## src/hw/pgwr_settings.svh

```systemverilog
// table geometry and field widths of the page-table write manager
// list and att ids are 1-based, id 0 is the null pointer
// both tables must start on a 64-byte line boundary
`ifndef PGWR_SETTINGS_SVH
`define PGWR_SETTINGS_SVH

// entries per table
`define PGWR_ATT_ENTRIES 16
`define PGWR_LIST_ENTRIES 8

// byte addresses of the two tables
`define PGWR_ATT_BASE 64'h0000_0000_8000_0000
`define PGWR_LIST_BASE 64'h0000_0000_8000_0400

// page number handed to list entry 1, the rest count up from here
`define PGWR_PPA_PAGE0 40'h00_0008_0100

// list pointers, 3 bytes each in memory
`define PGWR_PTR_W 24

// page number field, shared by att and list entries
`define PGWR_WAY_W 40

`endif
```

## src/hw/pgwr_pkg.sv

```systemverilog
// types shared by the write manager blocks and the testbench
// att entry is 64 bits, list entry 128 bits, a table line 64 bytes
// pointer 0 is null everywhere
`include "pgwr_settings.svh"

package pgwr_pkg;

	typedef logic [`PGWR_PTR_W-1:0] lst_ptr_t;                  // 0 = null
	typedef logic [$clog2(`PGWR_ATT_ENTRIES):0] att_id_t;       // extra bit so the top id fits
	typedef logic [`PGWR_WAY_W-1:0] way_t;
	typedef logic [61-`PGWR_WAY_W:0] zpd_cnt_t;                 // what is left of the att entry
	typedef logic [63:0] axi_addr_t;
	typedef logic [511:0] line_data_t;
	typedef logic [63:0] line_strb_t;

	typedef enum logic [1:0] {
		DALLOC = 2'd0,
		UNCOMP = 2'd1,
		COMP   = 2'd2,
		INCOMP = 2'd3
	} att_sts_e;

	typedef struct packed {
		zpd_cnt_t zpd_cnt;
		way_t     way;
		att_sts_e sts;      // low bits
	} att_entry_t;

	// next in bytes 0-2, prev in 3-5, att id in 6-8
	typedef struct packed {
		logic [127-3*`PGWR_PTR_W-`PGWR_WAY_W:0] rsvd;
		way_t     way;
		lst_ptr_t att_id;   // att id stored pointer-wide
		lst_ptr_t prev;
		lst_ptr_t next;
	} lst_entry_t;

	typedef struct packed {
		logic       valid;
		att_id_t    att_id;
		lst_ptr_t   tol_id;   // list entry being moved
		lst_entry_t entry;    // its current contents, next = free successor
		zpd_cnt_t   zpd_cnt;
	} upd_pkt_t;

	typedef struct packed {
		logic       awvalid;
		axi_addr_t  addr;
		logic       wvalid;
		line_data_t data;
		line_strb_t strb;
	} wr_req_t;

	typedef struct packed {
		logic awready;
		logic wready;
	} wr_rdy_t;

	typedef struct packed {
		logic       bvalid;
		logic [1:0] bresp;
	} wr_resp_t;

	typedef struct packed {
		lst_ptr_t free_head;
		lst_ptr_t free_tail;
		lst_ptr_t unc_head;
		lst_ptr_t unc_tail;
	} list_ht_t;

	typedef enum logic [2:0] {
		ATT_INIT,
		LIST_INIT,
		ATT_SET,
		POP_FREE,
		PUSH_SELF,
		LINK_TAIL
	} beat_op_e;

	typedef enum logic [2:0] {
		PG_IDLE,
		PG_LOAD,    // builder registers the beat
		PG_AW,
		PG_W,
		PG_RESP
	} pgwr_state_e;

endpackage

```

## src/hw/pgwr_top.sv

```systemverilog
// page-table write manager, bready is assumed always high
// one write in flight at a time, responses must come back in order
`timescale 1ns/100ps

module pgwr_top (
	input  logic                 clk_i,
	input  logic                 rst_ni,
	input  logic                 init_att,
	input  logic                 init_list,
	input  pgwr_pkg::upd_pkt_t   upd,
	input  pgwr_pkg::wr_rdy_t    wr_rdy,
	input  pgwr_pkg::wr_resp_t   wr_resp,
	output pgwr_pkg::wr_req_t    wr_req,
	output pgwr_pkg::list_ht_t   list_ht,
	output logic                 ready,
	output logic                 upd_done,
	output logic                 init_att_done,
	output logic                 init_list_done,
	output logic                 bus_error
);

	logic awvalid, wvalid, load, aw_fire;
	logic pop_free, free_to_null, push_unc, set_unc_first, init_free, trk_clear;
	logic free_single, unc_empty, resp_done;
	pgwr_pkg::beat_op_e   op;
	pgwr_pkg::att_id_t    entry_cnt;
	pgwr_pkg::upd_pkt_t   upd_q;
	pgwr_pkg::axi_addr_t  addr;
	pgwr_pkg::line_data_t data;
	pgwr_pkg::line_strb_t strb;

	assign aw_fire = awvalid & wr_rdy.awready;

	assign wr_req.awvalid = awvalid;
	assign wr_req.addr    = addr;
	assign wr_req.wvalid  = wvalid;
	assign wr_req.data    = data;
	assign wr_req.strb    = strb;

	pgwr_ctrl_fsm i_ctrl_fsm (
		.clk_i, .rst_ni, .init_att, .init_list, .upd, .wr_rdy,
		.free_single, .unc_empty, .resp_done,
		.awvalid, .wvalid, .load, .op, .entry_cnt,
		.pop_free, .free_to_null, .push_unc, .set_unc_first, .init_free, .trk_clear,
		.ready, .upd_done, .init_att_done, .init_list_done, .upd_q
	);

	pgwr_resp_tracker i_resp_tracker (
		.clk_i, .rst_ni, .trk_clear, .aw_fire, .wr_resp, .resp_done, .bus_error
	);

	pgwr_beat_builder i_beat_builder (
		.clk_i, .rst_ni, .load, .op, .entry_cnt, .upd_q, .list_ht,
		.addr, .data, .strb
	);

	pgwr_list_regs i_list_regs (
		.clk_i, .rst_ni, .init_free, .pop_free, .free_to_null, .push_unc, .set_unc_first,
		.new_head(upd_q.entry.next),   // successor of the popped free head
		.tol_id(upd_q.tol_id),
		.list_ht, .free_single, .unc_empty
	);

endmodule

```

## src/hw/pgwr_list_regs.sv

```systemverilog
// head and tail pointers of the free and uncompressed lists
// all pointers are null after reset, commands are one-cycle strobes
`timescale 1ns/100ps
`include "pgwr_settings.svh"

module pgwr_list_regs (
	input  logic                clk_i,
	input  logic                rst_ni,
	input  logic                init_free,
	input  logic                pop_free,
	input  logic                free_to_null,
	input  logic                push_unc,
	input  logic                set_unc_first,
	input  pgwr_pkg::lst_ptr_t  new_head,
	input  pgwr_pkg::lst_ptr_t  tol_id,
	output pgwr_pkg::list_ht_t  list_ht,
	output logic                free_single,
	output logic                unc_empty
);

	pgwr_pkg::list_ht_t ht_q;

	always_ff @(posedge clk_i or negedge rst_ni) begin
		if (!rst_ni) begin
			ht_q <= '0;
		end else if (init_free) begin
			ht_q.free_head <= pgwr_pkg::lst_ptr_t'(1);
			ht_q.free_tail <= pgwr_pkg::lst_ptr_t'(`PGWR_LIST_ENTRIES);
			ht_q.unc_head  <= '0;    // fresh table, nothing uncompressed
			ht_q.unc_tail  <= '0;
		end else begin
			if (pop_free)
				ht_q.free_head <= new_head;
			if (free_to_null) begin  // last free entry taken
				ht_q.free_head <= '0;
				ht_q.free_tail <= '0;
			end
			if (set_unc_first) begin
				ht_q.unc_head <= tol_id;
				ht_q.unc_tail <= tol_id;
			end
			if (push_unc)
				ht_q.unc_tail <= tol_id;
		end
	end

	assign list_ht = ht_q;
	// one entry left, or none
	assign free_single = ht_q.free_head == ht_q.free_tail;
	assign unc_empty   = ht_q.unc_tail == '0;

	a_ht_null: assert property (@(posedge clk_i) disable iff (!rst_ni)
		((ht_q.free_head == '0) == (ht_q.free_tail == '0)) &&
		((ht_q.unc_head == '0) == (ht_q.unc_tail == '0)));

endmodule

```

## src/hw/pgwr_beat_builder.sv

```systemverilog
// forms address, data and byte strobes of one table write
// payload is taken on load and held until the next load
// ids arrive 1-based; id 0 would wrap to the last slot
`timescale 1ns/100ps
`include "pgwr_settings.svh"

module pgwr_beat_builder (
	input  logic                  clk_i,
	input  logic                  rst_ni,
	input  logic                  load,
	input  pgwr_pkg::beat_op_e    op,
	input  pgwr_pkg::att_id_t     entry_cnt,
	input  pgwr_pkg::upd_pkt_t    upd_q,
	input  pgwr_pkg::list_ht_t    list_ht,
	output pgwr_pkg::axi_addr_t   addr,
	output pgwr_pkg::line_data_t  data,
	output pgwr_pkg::line_strb_t  strb
);

	pgwr_pkg::att_id_t    att_sel, att_m1;
	pgwr_pkg::lst_ptr_t   lst_sel, lst_m1;
	pgwr_pkg::att_entry_t att_e;
	pgwr_pkg::lst_entry_t lst_e;
	logic [15:0]          lst_mask;      // byte enables inside one list entry
	logic                 is_att;
	pgwr_pkg::axi_addr_t  addr_n;
	pgwr_pkg::line_data_t data_n;
	pgwr_pkg::line_strb_t strb_n;

	assign is_att  = (op == pgwr_pkg::ATT_INIT) || (op == pgwr_pkg::ATT_SET);
	assign att_sel = (op == pgwr_pkg::ATT_SET) ? upd_q.att_id : entry_cnt;

	// which list entry this beat touches
	always_comb begin
		case (op)
			pgwr_pkg::POP_FREE:  lst_sel = upd_q.entry.next;   // new free head
			pgwr_pkg::PUSH_SELF: lst_sel = upd_q.tol_id;
			pgwr_pkg::LINK_TAIL: lst_sel = list_ht.unc_tail;   // old tail, not yet moved
			default:             lst_sel = pgwr_pkg::lst_ptr_t'(entry_cnt);
		endcase
	end

	assign att_m1 = att_sel - 1'b1;
	assign lst_m1 = lst_sel - 1'b1;

	// entry contents
	always_comb begin
		att_e    = '0;            // DALLOC, way 0, zpd 0
		lst_e    = '0;
		lst_mask = 16'h0000;
		case (op)
			pgwr_pkg::ATT_SET: begin
				att_e.sts     = pgwr_pkg::UNCOMP;
				att_e.way     = upd_q.entry.way;
				att_e.zpd_cnt = upd_q.zpd_cnt;
			end
			pgwr_pkg::LIST_INIT: begin
				lst_e.way  = pgwr_pkg::way_t'(`PGWR_PPA_PAGE0) +
					pgwr_pkg::way_t'(entry_cnt) - 1'b1;
				lst_e.prev = pgwr_pkg::lst_ptr_t'(entry_cnt) - 1'b1;   // entry 1 gets null
				if (entry_cnt == pgwr_pkg::att_id_t'(`PGWR_LIST_ENTRIES))
					lst_e.next = '0;
				else
					lst_e.next = pgwr_pkg::lst_ptr_t'(entry_cnt) + 1'b1;
				lst_mask = 16'hffff;  // full entry
			end
			pgwr_pkg::POP_FREE: lst_mask = 16'h0038;   // prev only, left null
			pgwr_pkg::PUSH_SELF: begin
				lst_e.prev   = list_ht.unc_tail;
				lst_e.att_id = pgwr_pkg::lst_ptr_t'(upd_q.att_id);
				lst_mask     = 16'h01ff;   // next, prev, att id
			end
			pgwr_pkg::LINK_TAIL: begin
				lst_e.next = upd_q.tol_id;
				lst_mask   = 16'h0007;     // next only
			end
			default: ;
		endcase
	end

	// slot placement, 8 att or 4 list entries per line
	always_comb begin
		data_n = '0;
		strb_n = '0;
		if (is_att) begin
			addr_n = `PGWR_ATT_BASE + (pgwr_pkg::axi_addr_t'(att_m1 >> 3) << 6);
			data_n[att_m1[2:0]*64 +: 64] = att_e;
			strb_n[att_m1[2:0]*8 +: 8]   = 8'hff;
		end else begin
			addr_n = `PGWR_LIST_BASE + (pgwr_pkg::axi_addr_t'(lst_m1 >> 2) << 6);
			data_n[lst_m1[1:0]*128 +: 128] = lst_e;
			strb_n[lst_m1[1:0]*16 +: 16]   = lst_mask;
		end
	end

	always_ff @(posedge clk_i or negedge rst_ni) begin
		if (!rst_ni)
			strb <= '0;           // no bytes enabled before the first beat
		else if (load)
			strb <= strb_n;
	end

	always_ff @(posedge clk_i) begin
		if (load) begin
			addr <= addr_n;
			data <= data_n;
		end
	end

endmodule

```

## src/hw/pgwr_resp_tracker.sv

```systemverilog
// counts accepted addresses against good responses, in-order B only
// at most 127 writes per operation; bus_error stays set until reset
`timescale 1ns/100ps

module pgwr_resp_tracker (
	input  logic                clk_i,
	input  logic                rst_ni,
	input  logic                trk_clear,
	input  logic                aw_fire,
	input  pgwr_pkg::wr_resp_t  wr_resp,
	output logic                resp_done,
	output logic                bus_error
);

	logic [6:0] req_cnt;
	logic [6:0] rsp_cnt;
	logic       rsp_ok;
	logic       rsp_bad;

	assign rsp_ok  = wr_resp.bvalid & (wr_resp.bresp == 2'b00);
	assign rsp_bad = wr_resp.bvalid & (wr_resp.bresp != 2'b00);   // not counted as complete

	always_ff @(posedge clk_i or negedge rst_ni) begin
		if (!rst_ni) begin
			req_cnt   <= '0;
			rsp_cnt   <= '0;
			bus_error <= 1'b0;
		end else begin
			if (trk_clear) begin   // new operation
				req_cnt <= '0;
				rsp_cnt <= '0;
			end else begin
				if (aw_fire)
					req_cnt <= req_cnt + 1'b1;
				if (rsp_ok)
					rsp_cnt <= rsp_cnt + 1'b1;
			end
			if (rsp_bad)
				bus_error <= 1'b1;
		end
	end

	assign resp_done = (req_cnt == rsp_cnt) && (req_cnt != '0);

	// a response never shows up for an address that was not sent
	a_rsp_le_req: assert property (@(posedge clk_i) disable iff (!rst_ni)
		rsp_cnt <= req_cnt);

endmodule

```

## src/hw/pgwr_ctrl_fsm.sv

```systemverilog
// sequences the table write beats, one AW and one W beat per write
// a new request is taken only in idle; init_att wins over init_list over upd
// list register commands are single-cycle, issued on the W handshake
`timescale 1ns/100ps
`include "pgwr_settings.svh"

module pgwr_ctrl_fsm (
	input  logic                  clk_i,
	input  logic                  rst_ni,
	input  logic                  init_att,
	input  logic                  init_list,
	input  pgwr_pkg::upd_pkt_t    upd,
	input  pgwr_pkg::wr_rdy_t     wr_rdy,
	input  logic                  free_single,
	input  logic                  unc_empty,
	input  logic                  resp_done,
	output logic                  awvalid,
	output logic                  wvalid,
	output logic                  load,
	output pgwr_pkg::beat_op_e    op,
	output pgwr_pkg::att_id_t     entry_cnt,
	output logic                  pop_free,
	output logic                  free_to_null,
	output logic                  push_unc,
	output logic                  set_unc_first,
	output logic                  init_free,
	output logic                  trk_clear,
	output logic                  ready,
	output logic                  upd_done,
	output logic                  init_att_done,
	output logic                  init_list_done,
	output pgwr_pkg::upd_pkt_t    upd_q
);

	pgwr_pkg::pgwr_state_e state_q, state_n;
	pgwr_pkg::beat_op_e    op_n;
	pgwr_pkg::att_id_t     cnt_n;
	logic start_att, start_list, start_upd;
	logic aw_fire, w_fire;
	logic fin;                         // last response of the operation is in
	logic att_done_q, list_done_q;

	assign aw_fire = awvalid & wr_rdy.awready;
	assign w_fire  = wvalid & wr_rdy.wready;
	assign ready   = state_q == pgwr_pkg::PG_IDLE;
	assign load    = state_q == pgwr_pkg::PG_LOAD;

	// request priority
	assign start_att  = ready & init_att & ~att_done_q;
	assign start_list = ready & ~start_att & init_list & ~list_done_q;
	assign start_upd  = ready & ~start_att & ~start_list & upd.valid;
	assign trk_clear  = start_att | start_list | start_upd;

	assign fin = (state_q == pgwr_pkg::PG_RESP) & resp_done;
	// op still holds the last beat, so it tells which operation ends
	assign upd_done = fin & (op != pgwr_pkg::ATT_INIT) & (op != pgwr_pkg::LIST_INIT);
	assign init_att_done  = att_done_q | (fin & (op == pgwr_pkg::ATT_INIT));
	assign init_list_done = list_done_q | (fin & (op == pgwr_pkg::LIST_INIT));

	always_comb begin
		state_n       = state_q;
		op_n          = op;
		cnt_n         = entry_cnt;
		pop_free      = 1'b0;
		free_to_null  = 1'b0;
		push_unc      = 1'b0;
		set_unc_first = 1'b0;
		init_free     = 1'b0;
		case (state_q)
			pgwr_pkg::PG_IDLE: begin
				if (start_att) begin
					op_n    = pgwr_pkg::ATT_INIT;
					cnt_n   = pgwr_pkg::att_id_t'(1);
					state_n = pgwr_pkg::PG_LOAD;
				end else if (start_list) begin
					op_n    = pgwr_pkg::LIST_INIT;
					cnt_n   = pgwr_pkg::att_id_t'(1);
					state_n = pgwr_pkg::PG_LOAD;
				end else if (start_upd) begin
					op_n    = pgwr_pkg::ATT_SET;     // att entry always goes first
					state_n = pgwr_pkg::PG_LOAD;
				end
			end
			pgwr_pkg::PG_LOAD: state_n = pgwr_pkg::PG_AW;
			pgwr_pkg::PG_AW: begin
				if (aw_fire)
					state_n = pgwr_pkg::PG_W;
			end
			pgwr_pkg::PG_W: begin
				if (w_fire) begin
					state_n = pgwr_pkg::PG_LOAD;  // next beat unless the op ends below
					case (op)
						pgwr_pkg::ATT_INIT: begin
							if (entry_cnt == pgwr_pkg::att_id_t'(`PGWR_ATT_ENTRIES))
								state_n = pgwr_pkg::PG_RESP;
							else
								cnt_n = entry_cnt + 1'b1;
						end
						pgwr_pkg::LIST_INIT: begin
							if (entry_cnt == pgwr_pkg::att_id_t'(`PGWR_LIST_ENTRIES)) begin
								init_free = 1'b1;         // whole table is one free list now
								state_n   = pgwr_pkg::PG_RESP;
							end else begin
								cnt_n = entry_cnt + 1'b1;
							end
						end
						pgwr_pkg::ATT_SET: begin
							free_to_null = free_single;   // last free entry, no pop write
							op_n = free_single ? pgwr_pkg::PUSH_SELF : pgwr_pkg::POP_FREE;
						end
						pgwr_pkg::POP_FREE: begin
							pop_free = 1'b1;
							op_n     = pgwr_pkg::PUSH_SELF;
						end
						pgwr_pkg::PUSH_SELF: begin
							if (unc_empty) begin
								set_unc_first = 1'b1;     // no old tail to link
								state_n       = pgwr_pkg::PG_RESP;
							end else begin
								op_n = pgwr_pkg::LINK_TAIL;
							end
						end
						default: begin                    // LINK_TAIL
							push_unc = 1'b1;
							state_n  = pgwr_pkg::PG_RESP;
						end
					endcase
				end
			end
			pgwr_pkg::PG_RESP: begin
				if (resp_done)
					state_n = pgwr_pkg::PG_IDLE;
			end
			default: state_n = pgwr_pkg::PG_IDLE;
		endcase
	end

	always_ff @(posedge clk_i or negedge rst_ni) begin
		if (!rst_ni) begin
			state_q     <= pgwr_pkg::PG_IDLE;
			op          <= pgwr_pkg::ATT_INIT;
			entry_cnt   <= '0;
			awvalid     <= 1'b0;
			wvalid      <= 1'b0;
			att_done_q  <= 1'b0;
			list_done_q <= 1'b0;
		end else begin
			state_q   <= state_n;
			op        <= op_n;
			entry_cnt <= cnt_n;
			if (load)                     // rises together with the builder address
				awvalid <= 1'b1;
			else if (aw_fire)
				awvalid <= 1'b0;
			if (aw_fire)                  // W beat one cycle after the AW handshake
				wvalid <= 1'b1;
			else if (w_fire)
				wvalid <= 1'b0;
			if (init_att_done)
				att_done_q <= 1'b1;       // sticky
			if (init_list_done)
				list_done_q <= 1'b1;
		end
	end

	always_ff @(posedge clk_i) begin
		if (start_upd)
			upd_q <= upd;                 // held for the whole update
	end

	// AW request is withdrawn only after the slave took it
	a_aw_hold: assert property (@(posedge clk_i) disable iff (!rst_ni)
		awvalid && !wr_rdy.awready |=> awvalid);

endmodule

```

## config.mk

```make
export PLATFORM = sky130hd
export DESIGN_NAME = pgwr_top
export DESIGN_NICKNAME = d
export VERILOG_FILES = /design/src/hw/pgwr_pkg.sv /design/src/hw/pgwr_top.sv /design/src/hw/pgwr_list_regs.sv /design/src/hw/pgwr_beat_builder.sv /design/src/hw/pgwr_resp_tracker.sv /design/src/hw/pgwr_ctrl_fsm.sv
export VERILOG_INCLUDE_DIRS = /design/src /design/src/hw
export SDC_FILE = /design/constraint.sdc
export NUM_CORES = 1
export LEC_CHECK = 0
export BUFFER_PORTS_ARGS = -buffer_cell sky130_fd_sc_hd__buf_2
export CELL_PAD_IN_SITES_DETAIL_PLACEMENT = 1
export CELL_PAD_IN_SITES_GLOBAL_PLACEMENT = 1
export CORE_AREA = 2 2 360 362
export DETAILED_ROUTE_END_ITERATION = 8
export DIE_AREA = 0 0 362 364
export PLACE_DENSITY_LB_ADDON = 0.1
export RECOVER_POWER = 100
export SYNTH_ARGS = -nofsm -noshare
export SYNTH_HDL_FRONTEND = slang
export SYNTH_SLANG_ARGS = --single-unit
export TNS_END_PERCENT = 5
```

## constraint.sdc

```tcl
create_clock -name clk_i -period 20 [get_ports clk_i]
set_input_delay 0 -clock clk_i [delete_from_list [all_inputs] [get_ports clk_i]]
set_output_delay 0 -clock clk_i [all_outputs]
set_load 0.005 [all_outputs]
```

=== Word-level counts from Yosys, hierarchy flattened ===
Cells that the tools add are included.

* Flip-flop bits (word level): 881
* Logic and storage cells: 188
* Input bits: 189
* Output and inout bits: 743

* $add $sub $neg: 15
* Bitwise gates (word level): 28
* Reductions and logical operators: 23
* Equality and inequality tests: 24
* Mux-type cells: 68
* Shifts and indexed selects: 8

{| class="wikitable"
|+ Operator list
! operator !! count
|-
| $and 512x512->512 || 2
|-
| $mux 512 || 1
|-
| $shift 128x34->512 const A || 1
|-
| $shift 64x34->512 const A || 1
|-
| $shiftx 128x34->512 || 1
|-
| $shiftx 64x34->512 || 1
|-
| $mux 64 || 3
|-
| $and 64x64->64 || 2
|-
| $mux 48 || 2
|-
| $mux 96 || 1
|-
| $pmux 24 s2 || 2
|-
| $mux 24 || 3
|-
| $pmux 24 s3 || 1
|-
| $neg 6->34 || 2
|-
| $neg 9->34 || 2
|-
| $pmux 16 s4 || 1
|-
| $shift 16x34->64 const A || 1
|-
| $shift 8x34->64 const A || 1
|-
| $shiftx 16x34->64 || 1
|-
| $shiftx 8x34->64 const A || 1
|-
| $mux 3 || 15
|-
| $mux 40 || 1
|-
| $sub 40x1->40 const B || 1
|-
| $mux 5 || 7
|-
| 45 further kinds || 112
|}

=== Longest topological paths before layout ===
Gate-level depths: netlist of the first run.

* Depth in word-level cells: 14
* Gate-level depth with buffers: 17
* Mapped depth without buffers: 12

=== By module ===
From an unflattened synthesis of the first run, not the netlist that was laid out.

* Cells, all modules: 2,454
* Area, all modules: 34,525.6 µm²

{| class="wikitable"
|+ By module, submodules not included
! module !! sequential area each (µm²) !! cells an instance !! area an instance (µm²) !! instances
|-
| pgwr_beat_builder || 16,445.8 || 1,769 || 23,944.2 || 1
|-
| pgwr_ctrl_fsm || 5,780.5 || 295 || 6,444.9 || 1
|-
| pgwr_list_regs || 1,826.8 || 307 || 3,298.2 || 1
|-
| pgwr_resp_tracker || 375.4 || 80 || 817.0 || 1
|-
| pgwr_top || 0.0 || 3 || 21.3 || 1
|}

=== Least setup slack after synthesis of the first run ===
Ideal clock, no wire load.

* Path kind: register -> register
* From: register i_ctrl_fsm.state_q[2]
* To: register i_beat_builder.addr[10] (enable)
* Path slack: 3,433 ps
* Stages on the path, launching flop included: 4
* Path buffers: 2
* Required time: 18,895 ps
* Data arrival time: 15,461 ps
* Library setup time: 1,105 ps
* Period minus slack after synthesis: 16,567 ps
* Cell sequence: dfrtp_1 > clkbuf_1 > nor3b_1 > clkbuf_1

* Longest elaborated chain between the ends: 1

{| class="wikitable"
|+ RTL lines
! element !! RTL line !! source
|-
| from (decl) || pgwr_ctrl_fsm.sv:35 || <nowiki>pgwr_pkg::pgwr_state_e state_q, state_n;</nowiki>
|-
| from (signal assigned) || pgwr_ctrl_fsm.sv:140 || <nowiki>state_q <= pgwr_pkg::PG_IDLE;</nowiki>
|-
| from (signal assigned) || pgwr_ctrl_fsm.sv:148 || <nowiki>state_q <= state_n;</nowiki>
|-
| $eq 3x1->1 || pgwr_ctrl_fsm.sv:46 || <nowiki>assign load = state_q == pgwr_pkg::PG_LOAD;</nowiki>
|-
| net i_beat_builder.load || pgwr_beat_builder.sv:10 || <nowiki>input logic load,</nowiki>
|-
| to (signal assigned) || pgwr_beat_builder.sv:105 || <nowiki>addr <= addr_n;</nowiki>
|-
| to (decl) || pgwr_beat_builder.sv:15 || <nowiki>output pgwr_pkg::axi_addr_t addr,</nowiki>
|}

The timed path passes the listed nets, and every way through them passes these cells.
A chain may end at the register's enable or synchronous reset.

=== Final worst setup path of the first run ===
* From: register i_ctrl_fsm.op[0]
* To: register i_beat_builder.data[281] (data pin)

* Longest elaborated chain between the ends: 7
* Elaborated cells between the ends (all ways): 25
* Those cells by class: add/sub: 4; eq/ne: 5; shift: 4; mux: 8; bitwise: 2; reduce/logical: 2

{| class="wikitable"
|+ RTL lines
! element !! RTL line !! source
|-
| from (decl) || pgwr_ctrl_fsm.sv:20 || <nowiki>output pgwr_pkg::beat_op_e op,</nowiki>
|-
| from (signal assigned) || pgwr_ctrl_fsm.sv:141 || <nowiki>op <= pgwr_pkg::ATT_INIT;</nowiki>
|-
| from (signal assigned) || pgwr_ctrl_fsm.sv:149 || <nowiki>op <= op_n;</nowiki>
|-
| $eq 3x3->1 (tied with other cells) || pgwr_beat_builder.sv:35, pgwr_beat_builder.sv:51 ||
|-
| $pmux 24 s3 / $mux 5 (equally long branches) || pgwr_beat_builder.sv:35, pgwr_beat_builder.sv:31 ||
|-
| $sub 24x1->24 / $sub 5x1->5 (equally long branches) || pgwr_beat_builder.sv:44, pgwr_beat_builder.sv:43 ||
|-
| $neg 9->34, on equally long branches || pgwr_beat_builder.sv:91, pgwr_beat_builder.sv:87 ||
|-
| $shiftx 128x34->512 (tied with other cells) || pgwr_beat_builder.sv:91 || <nowiki>data_n[lst_m1[1:0]*128 +: 128] = lst_e;</nowiki>
|-
| $and 512x512->512 (no source line) || -- ||
|-
| $mux 512 * || pgwr_beat_builder.sv:85 || <nowiki>if (is_att) begin</nowiki>
|-
| net i_beat_builder.data_n[281] || pgwr_beat_builder.sv:27 || <nowiki>pgwr_pkg::line_data_t data_n;</nowiki>
|-
| to (signal assigned) || pgwr_beat_builder.sv:106 || <nowiki>data <= data_n;</nowiki>
|-
| to (decl) || pgwr_beat_builder.sv:16 || <nowiki>output pgwr_pkg::line_data_t data,</nowiki>
|}

The timed path passes the listed nets; every way through them passes the cells marked *.

==> run summary, run 1 <==
CLOCK NETWORK
-------------------------------------------------------------------------------------
H-tree depth reported by CTS                                                        3
TritonCTS clock tree                                                            built
Clock Latency Late Sink                                                        710 ps
Clock-pin transition on the worst setup and hold timing paths                   60 ps
TritonCTS buffer count                                                             95
Deepest clock path buffer count                                                     3
Sinks on Clock Net                                                                769
Number of buffers added for setup after CTS                                         0
Cell at the root of the clock tree                                          clkbuf_16

FLOORPLAN
-------------------------------------------------------------------------------------
Floorplan Core Area                                                        128000 µm²
Number of rows created at floorplan                                               132
Die width                                                                      362 µm
Top Ports                                                                         932
Die outline area                                                           132000 µm²
Starting Density                                                                0.249
Die Span Y                                                                     364 µm

SYNTHESIS
-------------------------------------------------------------------------------------
Synthesis-stage register bit count                                                769
Area of the mapped netlist                                                  32000 µm²
Mean instance size in the synthesized netlist                                13.5 µm²
Count of flip-flops with a built-in enable after synthesis                        646
YS warnings                                                                         0
Fraction of registers with async set/reset                                      0.160
Cell variety after synth                                                           69
Cell count after synthesis                                                       2373
Sequential area share after synthesis                                           0.702
Commonest register cell after synthesis                                      edfxtp_1

DRT
-------------------------------------------------------------------------------------
Count of routing violations after the opening detailed-route iteration           1665
Detail-routed net length per standard cell                                    27.5 µm
First-pass detailed-route iteration total                                           7
Vias post-DR                                                                    23900
Routed wire length                                                             140 mm
Via-per-instance ratio                                                           4.69
Total DRC errors in the routed layout                                               0
Remaining number of nets flagged by the antenna check after routing                 0

FINISH
-------------------------------------------------------------------------------------
Commonest non-fill, non-tap cell in the layout                               edfxtp_1
Fraction of layout cells with a size suffix above 1                             0.123
Filler-free cell count of the finished design                                    5090
Fin nets                                                                         3534
Final instance area                                                         41800 µm²
Top library cells by usage in the layout, fill and taps aside            edfxtp_1, clkbuf_1, nand2_1
Layout-stage area growth over the synthesis result                              30.6%

POWER
-------------------------------------------------------------------------------------
Reported leakage power                                                        15.4 nW
Worst IR drop on VDD                                                        0.0776 mV
Power Dens Cells                                                           111 nW/µm²
Total power                                                                   4.62 mW

TIMING
-------------------------------------------------------------------------------------
Achievable Freq                                                             0.100 GHz
Hold violation total from the final report                                          0
Unrepaired setup endpoints after global routing                                    no
Final worst-path cycle share                                                    0.500
Clock Skew                                                                    30.6 ps
Final min period                                                             10000 ps
Number of setup violations in the final report                                      0
Max Slew Vio Count                                                               1486
Slew headroom                                                                   -2.16
Setup TNS                                                                        0 ps
Slew at the pin with the worst max-slew slack                                 4740 ps
Setup ws final                                                               10000 ps

PLACED DESIGN
-------------------------------------------------------------------------------------
Gpl congestion                                                                  0.802
Placed wire-length estimate                                                   98.9 mm
Count of buffers from port buffering                                              799
Post-placement setup slack                                                   14190 ps
Placement Cell Area                                                         37300 µm²
Post-placement cell count                                                        4689

GRT
-------------------------------------------------------------------------------------
Antenna violations before repair                                                    3
Via count of the first global-routing pass                                      24200
Overall global routing resource usage                                           0.204
Maximum number of pins on one net before global-route repair                       80
Wire length of the first global-routing pass                                   190 mm
Congestion Overflow GR                                                              0

SETUP PATH
-------------------------------------------------------------------------------------
Critical path data arrival time                                              10490 ps
Path depth of the worst reg2reg path                                               14
Startpoint-to-endpoint class of the critical path                        flip-flop to flip-flop
R2R Path End                                                             i_beat_builder.data[281]$_DFFE_PP_
Crit. End Element                                                           flip-flop
Critical path fanouts, max                                                         52
Critical path startpoint category                                           flip-flop
Minimum setup slack among reg-to-reg paths                                   10000 ps
Worst path required time                                                     20490 ps
RR Startpoint                                                            i_ctrl_fsm.op[0]$_DFFE_PN0P_

WORST HOLD PATH
-------------------------------------------------------------------------------------
Path type of the worst min-delay path                                    input pin to flip-flop
Worst Hold End                                                           i_ctrl_fsm.upd_q[21]$_DFFE_PP_
Start point of the worst min-delay path                                       upd[21]
Worst hold path depth                                                               2

OUTCOME
-------------------------------------------------------------------------------------
Failing checks                                                           capacitance limit, slew limit
Outcome                                                                  complete, but fails checks

FLOW RUN
-------------------------------------------------------------------------------------
Max-cap check violation count                                                      30

==> sequential cells by signal, summed over array words and instances, names as in the netlist, 3 cells and up <==
| register | cells |
|---|---|
| i_beat_builder.addr | 23 |
| i_beat_builder.data | 508 |
| i_beat_builder.strb | 20 |
| i_ctrl_fsm.entry_cnt | 5 |
| i_ctrl_fsm.op | 3 |
| i_ctrl_fsm.state_q | 3 |
| i_ctrl_fsm.upd_q | 115 |
| i_list_regs.list_ht | 73 |
| i_resp_tracker.req_cnt | 7 |
| i_resp_tracker.rsp_cnt | 7 |
==> power breakdown <==
part | total (mW) | internal [mW] | leakage [nW] | switching, mW
logic | 0.948 | 0.291 | 5.83 | 0.657
registers | 1.90 | 1.81 | 8.03 | 0.0934
clock network | 1.77 | 1.04 | 1.53 | 0.733
==> per-layer routing <==
layer / track usage / vias up / part of all wire
li1: - / 10500 / -
met5: 0 / - / 0
met1: 0.261 / 12400 / 0.43
met3: 0.0401 / 165 / 0.055
met4: 0.0593 / 0 / 0.027
met2: 0.348 / 788 / 0.49
==> cell usage after synthesis, drive strengths merged, types with 3 or more instances <==
cell type	count	share of area
and3	50	0.0098
o21ai	158	0.025
nand2b	7	0.0014
nor2b	9	0.0018
inv	16	0.0019
a21o	8	0.0019
nand3	30	0.0047
a31oi	9	0.0018
a211oi	6	0.0016
o21bai	4	0.00094
clkbuf	120	0.014
nand4	10	0.0021
or3	4	0.00078
a22oi	5	0.0013
xnor2	28	0.0077
mux2	6	0.0021
nor3	13	0.0020
a32o	92	0.029
nand2	275	0.032
or4	4	0.0011
or2	5	0.00098
o31ai	6	0.0014
o21a	3	0.00070
buf	145	0.032
ha	14	0.0055
o2bb2ai	32	0.0088
and2	219	0.043
o22a	3	0.00082
a22o	32	0.0088
nor3b	4	0.00094
a2bb2oi	3	0.00082
a21oi	87	0.014
edfxtp	646	0.61
dfrtp	123	0.096
xor2	14	0.0038
nor4	19	0.0044
o211ai	3	0.00070
mux2i	33	0.010
nand3b	3	0.00070
nor2	100	0.012
==> what timing repair did <==
action | in CTS | in global routing
gates resized for setup | 0 | 0
hold buffers | 220 | 0
hold endpoints to repair | 251 | 0
==> critical path: stages (launching register included) <==
cell and delay (ps):
dfrtp_2 350, clkbuf_1 2050, nor2_2 20, clkbuf_1 550, nand3_1 430, a21boi_0 630, ha_1 330, xor2_1 340
ha_1 320, nand2_1 80, a2111oi_0 380, clkbuf_1 630, and2_0 3140, nand2_1 220, o21ai_0 240
==> kinds of logic after synthesis <==
group | count (synthesis) | synth area share
compound gates | 465 | 0.100
xor+xnor | 42 | 0.0115
fa+ha+maj | 14 | 0.00547
buf+inv | 281 | 0.0479
flops | 769 | 0.702
mux | 39 | 0.0124
other cells | 2 | 0.000235
simple gates | 761 | 0.120
==> worst max-delay path by stage <==
stage	startpoint	end	slack (ps)	depth (start not counted)
final	i_ctrl_fsm.op[0]$_DFFE_PN0P_	i_beat_builder.data[281]$_DFFE_PP_	10000	14
after detailed placement	i_ctrl_fsm.op[1]$_DFFE_PN0P_	i_beat_builder.data[436]$_DFFE_PP_	14190	11
after global placement	i_ctrl_fsm.op[1]$_DFFE_PN0P_	i_beat_builder.data[389]$_DFFE_PP_	14290	11
after global routing	i_ctrl_fsm.op[0]$_DFFE_PN0P_	i_beat_builder.data[295]$_DFFE_PP_	9240	14
after floorplan	i_ctrl_fsm.state_q[2]$_DFFE_PN0P_	i_beat_builder.addr[10]$_SDFFCE_PN0P_	3430	3
after CTS	i_ctrl_fsm.op[1]$_DFFE_PN0P_	i_beat_builder.data[389]$_DFFE_PP_	14190	11
==> final cells by class <==
cell class	instances	area (µm²)
timing repair buffer	1060	5710
antenna	7	17.5
multi-input combinational	1389	8260
fill	14200	86500
clock buffer	122	2560
inverter	16	60.1
tap	1675	2100
sequential	769	22500
clock inverter	52	618
==> metrics by stage <==
stage | hold WS, ps | utilization
floorplan | -296 | -
detailed placement | 123 | 0.291
CTS | 4.81 | 0.333
global route | 24.4 | 0.326
finish | 63.3 | 0.326
global placement | 106 | 0.291
No activity file was read; power rests on OpenSTA's default activity.
==> run 2: changes to the inputs <==
Clock period 20 ns to 9.9 ns, I/O delays scaled along.
==> run 2 against run 1 <==
  * The flow still finishes with violations (capacitance limit, slew limit)
  * Critical path depth fell by 7
  * Via count barely moved
  * Core utilization fell by 0.11 points
  * Die area unchanged
  * Total power rose by 99%
  * Largest cell class unchanged
==> run summary, run 2 (synthesis gave the netlist of run 1 again) <==
TIMING
-------------------------------------------------------------------------------------
Slew headroom                                                                   -2.12
Clock Skew                                                                    30.6 ps
Unrepaired setup endpoints after global routing                                    no
Setup TNS                                                                        0 ps
Final worst-path cycle share                                                    0.750
Max Slew Vio Count                                                                904
Slew at the pin with the worst max-slew slack                                 4670 ps
Achievable Freq                                                             0.135 GHz
Hold violation total from the final report                                          0
Post-route worst hold slack                                                   42.4 ps
Final min period                                                              7430 ps
Number of setup violations in the final report                                      0

WORST HOLD PATH
-------------------------------------------------------------------------------------
Worst Hold End                                                           i_ctrl_fsm.upd_q[9]$_DFFE_PP_
Path type of the worst min-delay path                                    input pin to flip-flop
Start point of the worst min-delay path                                        upd[9]
Worst hold path depth                                                               2

SETUP PATH
-------------------------------------------------------------------------------------
Path depth of the worst reg2reg path                                                7
Critical path fanouts, max                                                         41
Worst path required time                                                     10470 ps
R2R Path End                                                             i_beat_builder.data[262]$_DFFE_PP_
Minimum setup slack among reg-to-reg paths                                    2470 ps
Critical path startpoint category                                           flip-flop
Critical path data arrival time                                               7990 ps
Crit. End Element                                                           flip-flop
RR Startpoint                                                            i_ctrl_fsm.op[0]$_DFFE_PN0P_
Startpoint-to-endpoint class of the critical path                        flip-flop to flip-flop

CLOCK NETWORK
-------------------------------------------------------------------------------------
Sinks on Clock Net                                                                769
Clock Latency Late Sink                                                        710 ps
TritonCTS buffer count                                                             92
Cell at the root of the clock tree                                          clkbuf_16
Number of buffers added for setup after CTS                                         0
Count of instances resized after the clock tree is built                            0
Deepest clock path buffer count                                                     3
TritonCTS clock tree                                                            built
H-tree depth reported by CTS                                                        3
Clock-pin transition on the worst setup and hold timing paths                   60 ps

FINISH
-------------------------------------------------------------------------------------
Post-layout utilization of the core                                             0.325
Top library cells by usage in the layout, fill and taps aside            edfxtp_1, clkbuf_1, nand2_1
Area used by multi-input combinational logic                                 8320 µm²
Layout-stage area growth over the synthesis result                              30.2%
Filler cell count                                                               14100
Flip-flop and latch area                                                    22500 µm²
Largest register by flop count                                           i_beat_builder.data
Commonest non-fill, non-tap cell in the layout                               edfxtp_1
Max FFs per register                                                              508
Fin nets                                                                         3527
Fraction of layout cells with a size suffix above 1                             0.125

FLOORPLAN
-------------------------------------------------------------------------------------
Die width                                                                      362 µm
Top Ports                                                                         932
Number of rows created at floorplan                                               132
Floorplan Core Area                                                        128000 µm²
Die outline area                                                           132000 µm²
Starting Density                                                                0.249
Die Span Y                                                                     364 µm

GRT
-------------------------------------------------------------------------------------
M1 GR Usage                                                                     0.260
Via count of the first global-routing pass                                      24300
Overall global routing resource usage                                           0.205
Routing layer with the top usage in global route                                 met2
Met2 capacity usage during global routing                                       0.349
Met3 Usage GRT                                                                 0.0447
Antenna violations before repair                                                   15
Maximum number of pins on one net before global-route repair                      176
Wire length of the first global-routing pass                                   191 mm
Congestion Overflow GR                                                              0

OUTCOME
-------------------------------------------------------------------------------------
Failing checks                                                           capacitance limit, slew limit
Outcome                                                                  complete, but fails checks

POWER
-------------------------------------------------------------------------------------
Reported leakage power                                                        15.4 nW
Proportion of power drawn by combinational gates                                0.213
Switching part of the total                                                     0.328
Part of the total power dissipated in sequential elements                       0.421
Cell Int Power                                                                6.17 mW
Clock share of power                                                            0.366
Worst IR drop on VDD                                                         0.145 mV
Power Dens Cells                                                           220 nW/µm²
Net switching component of the power                                          3.01 mW

PLACED DESIGN
-------------------------------------------------------------------------------------
Gpl congestion                                                                  0.805
Count of buffers from port buffering                                              799
Placed wire-length estimate                                                   98.2 mm

DRT
-------------------------------------------------------------------------------------
First-pass detailed-route iteration total                                           5
Via-per-instance ratio                                                           4.69
Routed wire length                                                             140 mm
Total DRC errors in the routed layout                                               0
Vias post-DR                                                                    23900
Remaining number of nets flagged by the antenna check after routing                 0
Count of routing violations after the opening detailed-route iteration           1795
Detail-routed net length per standard cell                                    27.6 µm

FLOW RUN
-------------------------------------------------------------------------------------
Max-cap check violation count                                                      16

## run 2: changes by cell type in the layout (fill, tap and decap cells not counted), sizes merged
cell         change
dlygate4sd3      -3
clkbuf          -26
clkinv          +19
clkinvlp         -4
bufinv           -3
inv              -3
diode            +2
buf             +11
## run 2: layout make-up
cell class / count / share of cell area
clock inverters: 61 / 0.0129
diodes: 9 / 0.000540
multi-input cells: 1389 / 0.200
clock buffers: 108 / 0.0579
repair buffers: 1056 / 0.138
inverters: 16 / 0.00144
well taps: 1675 / 0.0503
flip-flops and latches: 769 / 0.539
## run 2: metrics by stage
| step | cell area [µm²] | total power [mW] | setup WS, ps | instances |
|---|---|---|---|---|
| after global routing | 41700 | 9.60 | 2080 | 5076 |
| after floorplan | 32300 | 5.01 | 1510 | 2439 |
| after CTS | 42500 | 9.36 | 4420 | 5074 |
| after detailed placement | 37400 | 5.89 | 4440 | 4688 |
| after global placement | 37300 | 5.87 | 4120 | 4687 |
| final | 41700 | 9.18 | 2470 | 5083 |
## run 2: timing repair
item	CTS	global route
hold endpoints to repair	255	0
hold buffers	217	0
endpoints found under the setup margin	0	0
## run 2: worst max path at each step
stage | end | depth (start not counted) | start | slack, ps
after floorplan | i_beat_builder.addr[10]$_SDFFCE_PN0P_ | 3 | i_ctrl_fsm.state_q[2]$_DFFE_PN0P_ | 1510
after global placement | i_beat_builder.data[162]$_DFFE_PP_ | 9 | i_ctrl_fsm.op[2]$_DFFE_PN0P_ | 4120
after detailed placement | i_beat_builder.data[292]$_DFFE_PP_ | 12 | i_ctrl_fsm.op[2]$_DFFE_PN0P_ | 4440
after CTS | i_beat_builder.data[292]$_DFFE_PP_ | 12 | i_ctrl_fsm.op[2]$_DFFE_PN0P_ | 4420
after global routing | i_beat_builder.data[379]$_DFFE_PP_ | 11 | i_ctrl_fsm.op[0]$_DFFE_PN0P_ | 2080
final | i_beat_builder.data[262]$_DFFE_PP_ | 7 | i_ctrl_fsm.op[0]$_DFFE_PN0P_ | 2470
## run 2: critical path: stages (launching register included)
cell and delay [ps]:
dfrtp_2 350, clkbuf_1 1960, and3b_1 450, clkbuf_1 1280, a221oi_1 490, nor2_1 1860, buf_4 610, a32o_1 240
## run 2: layer usage
layer  wire (µm)  up-vias
li1            -    10500
met1       58900    12300
met2       68600      860
met3        8930      167
met4        3700        0
met5           0        -
## run 2: power groups by stage
stage	Combinational, mW	Clock (mW)	Sequential, mW
floorplan	1.18	0	3.83
global placement	1.95	0	3.92
detailed placement	1.97	0	3.93
CTS	2.05	3.45	3.86
global route	2.14	3.58	3.88
finish	1.96	3.36	3.86
==> run 3: changes to the inputs <==
Settings changed: ABC_AREA from default to 1, CORE_AREA 2 2 360 362 to 2 2 367 369, DIE_AREA 0 0 362 364 to 0 0 369 371.
Clock period 9.9 ns to 7.78 ns, I/O delays scaled along.
==> run 3 against run 2 <==
  * The run still ends with capacitance limit, slew limit left
  * Wire length grew 8.6%
  * Maximum frequency up 13%
  * Design area is 2.0% higher
  * First-iteration DRC count grew 8.4%
  * Area after synthesis is 3.7% higher
  * Cell count up 14%
  * Register-to-register slack got worse by 1200 ps
  * Core utilization decreased by 0.48 points
  * Flip-flop and latch count unchanged
  * Via count up 12%
==> run summary, run 3 <==
SYNTHESIS
-------------------------------------------------------------------------------------
Mux share of post-synthesis cell area                                        0.000302
Synthesis-stage register bit count                                                769
Most used standard cell by instance count after synthesis                    edfxtp_1
Synthesized-area fraction occupied by and/or/nand/nor cells                     0.166
Area of the mapped netlist                                                  33200 µm²
Top cell types by occurrence after synthesis                             edfxtp_1, nand2_1, nor2_1
YS warnings                                                                         0
Mean instance size in the synthesized netlist                                10.9 µm²
Dominant combinational cell family by area after synthesis               simple AND/OR/NAND/NOR gates
Area fraction of the dominant cell type after synthesis                         0.585
Sequential area share after synthesis                                           0.677
Cell count after synthesis                                                       3047
Area leader, netlist                                                         edfxtp_1
Fraction of the mapped netlist area in adder cells                            0.00528
Dominant cells by area after synthesis                                   edfxtp_1, dfrtp_1, nand2_1
Post-synthesis share of cell area spent on xor and xnor gates                 0.00524
Commonest register cell after synthesis                                      edfxtp_1
Compound-gate portion of the synthesized area                                  0.0745
Count of flip-flops with a built-in enable after synthesis                        646
Fraction of registers with async set/reset                                      0.160
Cell variety after synth                                                           48

FINISH
-------------------------------------------------------------------------------------
Filler cell count                                                               15300
Area used by multi-input combinational logic                                 8510 µm²
Final instance area                                                         42500 µm²
Count of antenna diodes in the layout                                               0
Post-layout utilization of the core                                             0.320
Largest register by flop count                                           i_beat_builder.data
Max FFs per register                                                              508
Top library cells by usage in the layout, fill and taps aside            edfxtp_1, nand2_1, clkbuf_1
Layout-stage area growth over the synthesis result                              28.0%
Fraction of layout cells with a size suffix above 1                             0.113
Commonest non-fill, non-tap cell in the layout                               edfxtp_1
Fin nets                                                                         4174
Flip-flop and latch area                                                    22500 µm²

DRT
-------------------------------------------------------------------------------------
First-pass detailed-route iteration total                                           5
Total DRC errors in the routed layout                                               0
Routed wire length                                                             152 mm
Count of routing violations after the opening detailed-route iteration           1946
Via-per-instance ratio                                                           4.59
Remaining number of nets flagged by the antenna check after routing                 0
Detail-routed net length per standard cell                                    26.2 µm
Vias post-DR                                                                    26700

PLACED DESIGN
-------------------------------------------------------------------------------------
Gpl congestion                                                                  0.791
Placement Cell Area                                                         38600 µm²
Count of buffers from port buffering                                              799
Placed wire-length estimate                                                    111 mm

WORST HOLD PATH
-------------------------------------------------------------------------------------
Path type of the worst min-delay path                                    input pin to flip-flop
Worst hold path depth                                                               2
Worst Hold End                                                           i_ctrl_fsm.upd_q[107]$_DFFE_PP_
Start point of the worst min-delay path                                      upd[107]

CLOCK NETWORK
-------------------------------------------------------------------------------------
Cell at the root of the clock tree                                          clkbuf_16
Sinks on Clock Net                                                                769
H-tree depth reported by CTS                                                        3
Number of buffers added for setup after CTS                                         0
TritonCTS clock tree                                                            built
TritonCTS buffer count                                                             94
Clock-pin transition on the worst setup and hold timing paths                   60 ps
Count of instances resized after the clock tree is built                            0
Clock Latency Late Sink                                                        700 ps
Deepest clock path buffer count                                                     3

TIMING
-------------------------------------------------------------------------------------
Unrepaired setup endpoints after global routing                                    no
Final min period                                                              6550 ps
Slew headroom                                                                   -1.57
Max Slew Vio Count                                                               1244
Slew at the pin with the worst max-slew slack                                 3860 ps
Setup TNS                                                                        0 ps
Hold violation total from the final report                                          0
Number of setup violations in the final report                                      0
Clock Skew                                                                    26.2 ps
Achievable Freq                                                             0.153 GHz
Final worst-path cycle share                                                    0.843

SETUP PATH
-------------------------------------------------------------------------------------
Cell class contributing the biggest share of worst-path delay            buffers and inverters
Delay of the slowest cell on the worst path                                   1810 ps
Critical path fanouts, max                                                         31
RR Startpoint                                                            i_ctrl_fsm.op[1]$_DFFE_PN0P_
Minimum setup slack among reg-to-reg paths                                    1230 ps
Path depth of the worst reg2reg path                                                9
Startpoint-to-endpoint class of the critical path                        flip-flop to flip-flop
Crit. End Element                                                           flip-flop
R2R Path End                                                             i_beat_builder.data[394]$_DFFE_PP_
Cell with the most instances on the worst path                               clkbuf_1
Worst path required time                                                      8110 ps
Slowest CP cell                                                              clkbuf_1
Critical path data arrival time                                               6890 ps
Critical path buffer and inverter count                                             3
Critical path startpoint category                                           flip-flop
Worst-path cell chain                                                    clkbuf_1 -> inv_1 -> nand3_1 -> nand3_2 -> nor2_1 -> nor2_4 -> nand2_1 -> clkbuf_1 -> o22ai_1

FLOW RUN
-------------------------------------------------------------------------------------
Max-cap check violation count                                                      25

OUTCOME
-------------------------------------------------------------------------------------
Failing checks                                                           capacitance limit, slew limit
Outcome                                                                  complete, but fails checks

GRT
-------------------------------------------------------------------------------------
Wire length of the first global-routing pass                                   209 mm
Via count of the first global-routing pass                                      26900
Maximum number of pins on one net before global-route repair                      141
Congestion Overflow GR                                                              0
Overall global routing resource usage                                           0.215
Antenna violations before repair                                                    5

POWER
-------------------------------------------------------------------------------------
Reported leakage power                                                        15.5 nW
Worst IR drop on VDD                                                         0.269 mV
Power Dens Cells                                                           422 nW/µm²

FLOORPLAN
-------------------------------------------------------------------------------------
Die Span Y                                                                     371 µm
Top Ports                                                                         932
Starting Density                                                                0.250
Die outline area                                                           137000 µm²
Number of rows created at floorplan                                               134
Floorplan Core Area                                                        133000 µm²
Die width                                                                      369 µm

run 3: metrics by stage:
| stage | hold WS (ps) | cells | worst slack, ps | power, mW |
|---|---|---|---|---|
| global route | 38.0 | 5813 | 842 | 18.9 |
| CTS | 1.02 | 5813 | 2040 | 18.5 |
| detailed placement | 43.0 | 5454 | 2070 | 14.0 |
| finish | 60.1 | 5813 | 1230 | 17.9 |
| global placement | 45.1 | 5454 | 2210 | 14.0 |
| floorplan | -296 | 3113 | 867 | 10.3 |
run 3: area by class of cell:
| cell class | instances | area share |
|---|---|---|
| clock buffers | 125 | 0.0606 |
| clock inverters | 45 | 0.00957 |
| inverters | 214 | 0.0190 |
| multi-input cells | 1858 | 0.200 |
| flip-flops and latches | 769 | 0.529 |
| well taps | 1768 | 0.0521 |
| repair buffers | 1034 | 0.129 |
run 3: worst max-delay path by stage:
stage,startpoint,to,cells past startpoint
2_1_floorplan,i_ctrl_fsm.state_q[0]$_DFFE_PN0P_,i_resp_tracker.rsp_cnt[6]$_DFFE_PN0P_,10
3_3_place_gp,i_ctrl_fsm.op[2]$_DFFE_PN0P_,i_beat_builder.data[295]$_DFFE_PP_,16
3_5_place_dp,i_ctrl_fsm.op[2]$_DFFE_PN0P_,i_beat_builder.data[293]$_DFFE_PP_,16
4_1_cts,i_ctrl_fsm.op[2]$_DFFE_PN0P_,i_beat_builder.data[298]$_DFFE_PP_,16
5_1_grt,i_ctrl_fsm.op[1]$_DFFE_PN0P_,i_beat_builder.addr[26]$_SDFFCE_PN0P_,17
6_report,i_ctrl_fsm.op[1]$_DFFE_PN0P_,i_beat_builder.data[394]$_DFFE_PP_,9
run 3: what timing repair did:
action,in CTS,in global routing
hold buffers,189,0
hold endpoints to repair,196,0
setup endpoints to repair,0,0
run 3: where the power goes:
part	internal (mW)	total (mW)	switching [mW]
registers	6.09	6.77	0.682
logic	1.50	6.81	5.31
clock network	2.54	4.33	1.79
total	10.1	17.9	7.79
run 3: cell families (layout without fill, tap and decap cells):
| group | Yosys count | count (layout) |
|---|---|---|
| compound gates | 426 | 426 |
| fa+ha+maj | 14 | 14 |
| buf+inv | 486 | 1418 |
| flops | 769 | 769 |
| simple gates | 1330 | 1330 |
| other cells | 2 | 68 |
| mux | 1 | 1 |
| xor+xnor | 19 | 19 |
run 3: per-layer routing:
layer  vias to the layer above  track usage  share of wire
li1                      12200            -              -
met1                     13500        0.274           0.43
met2                       865        0.371           0.49
met3                       174       0.0370          0.049
met4                         0       0.0679          0.032
met5                         -            0              0
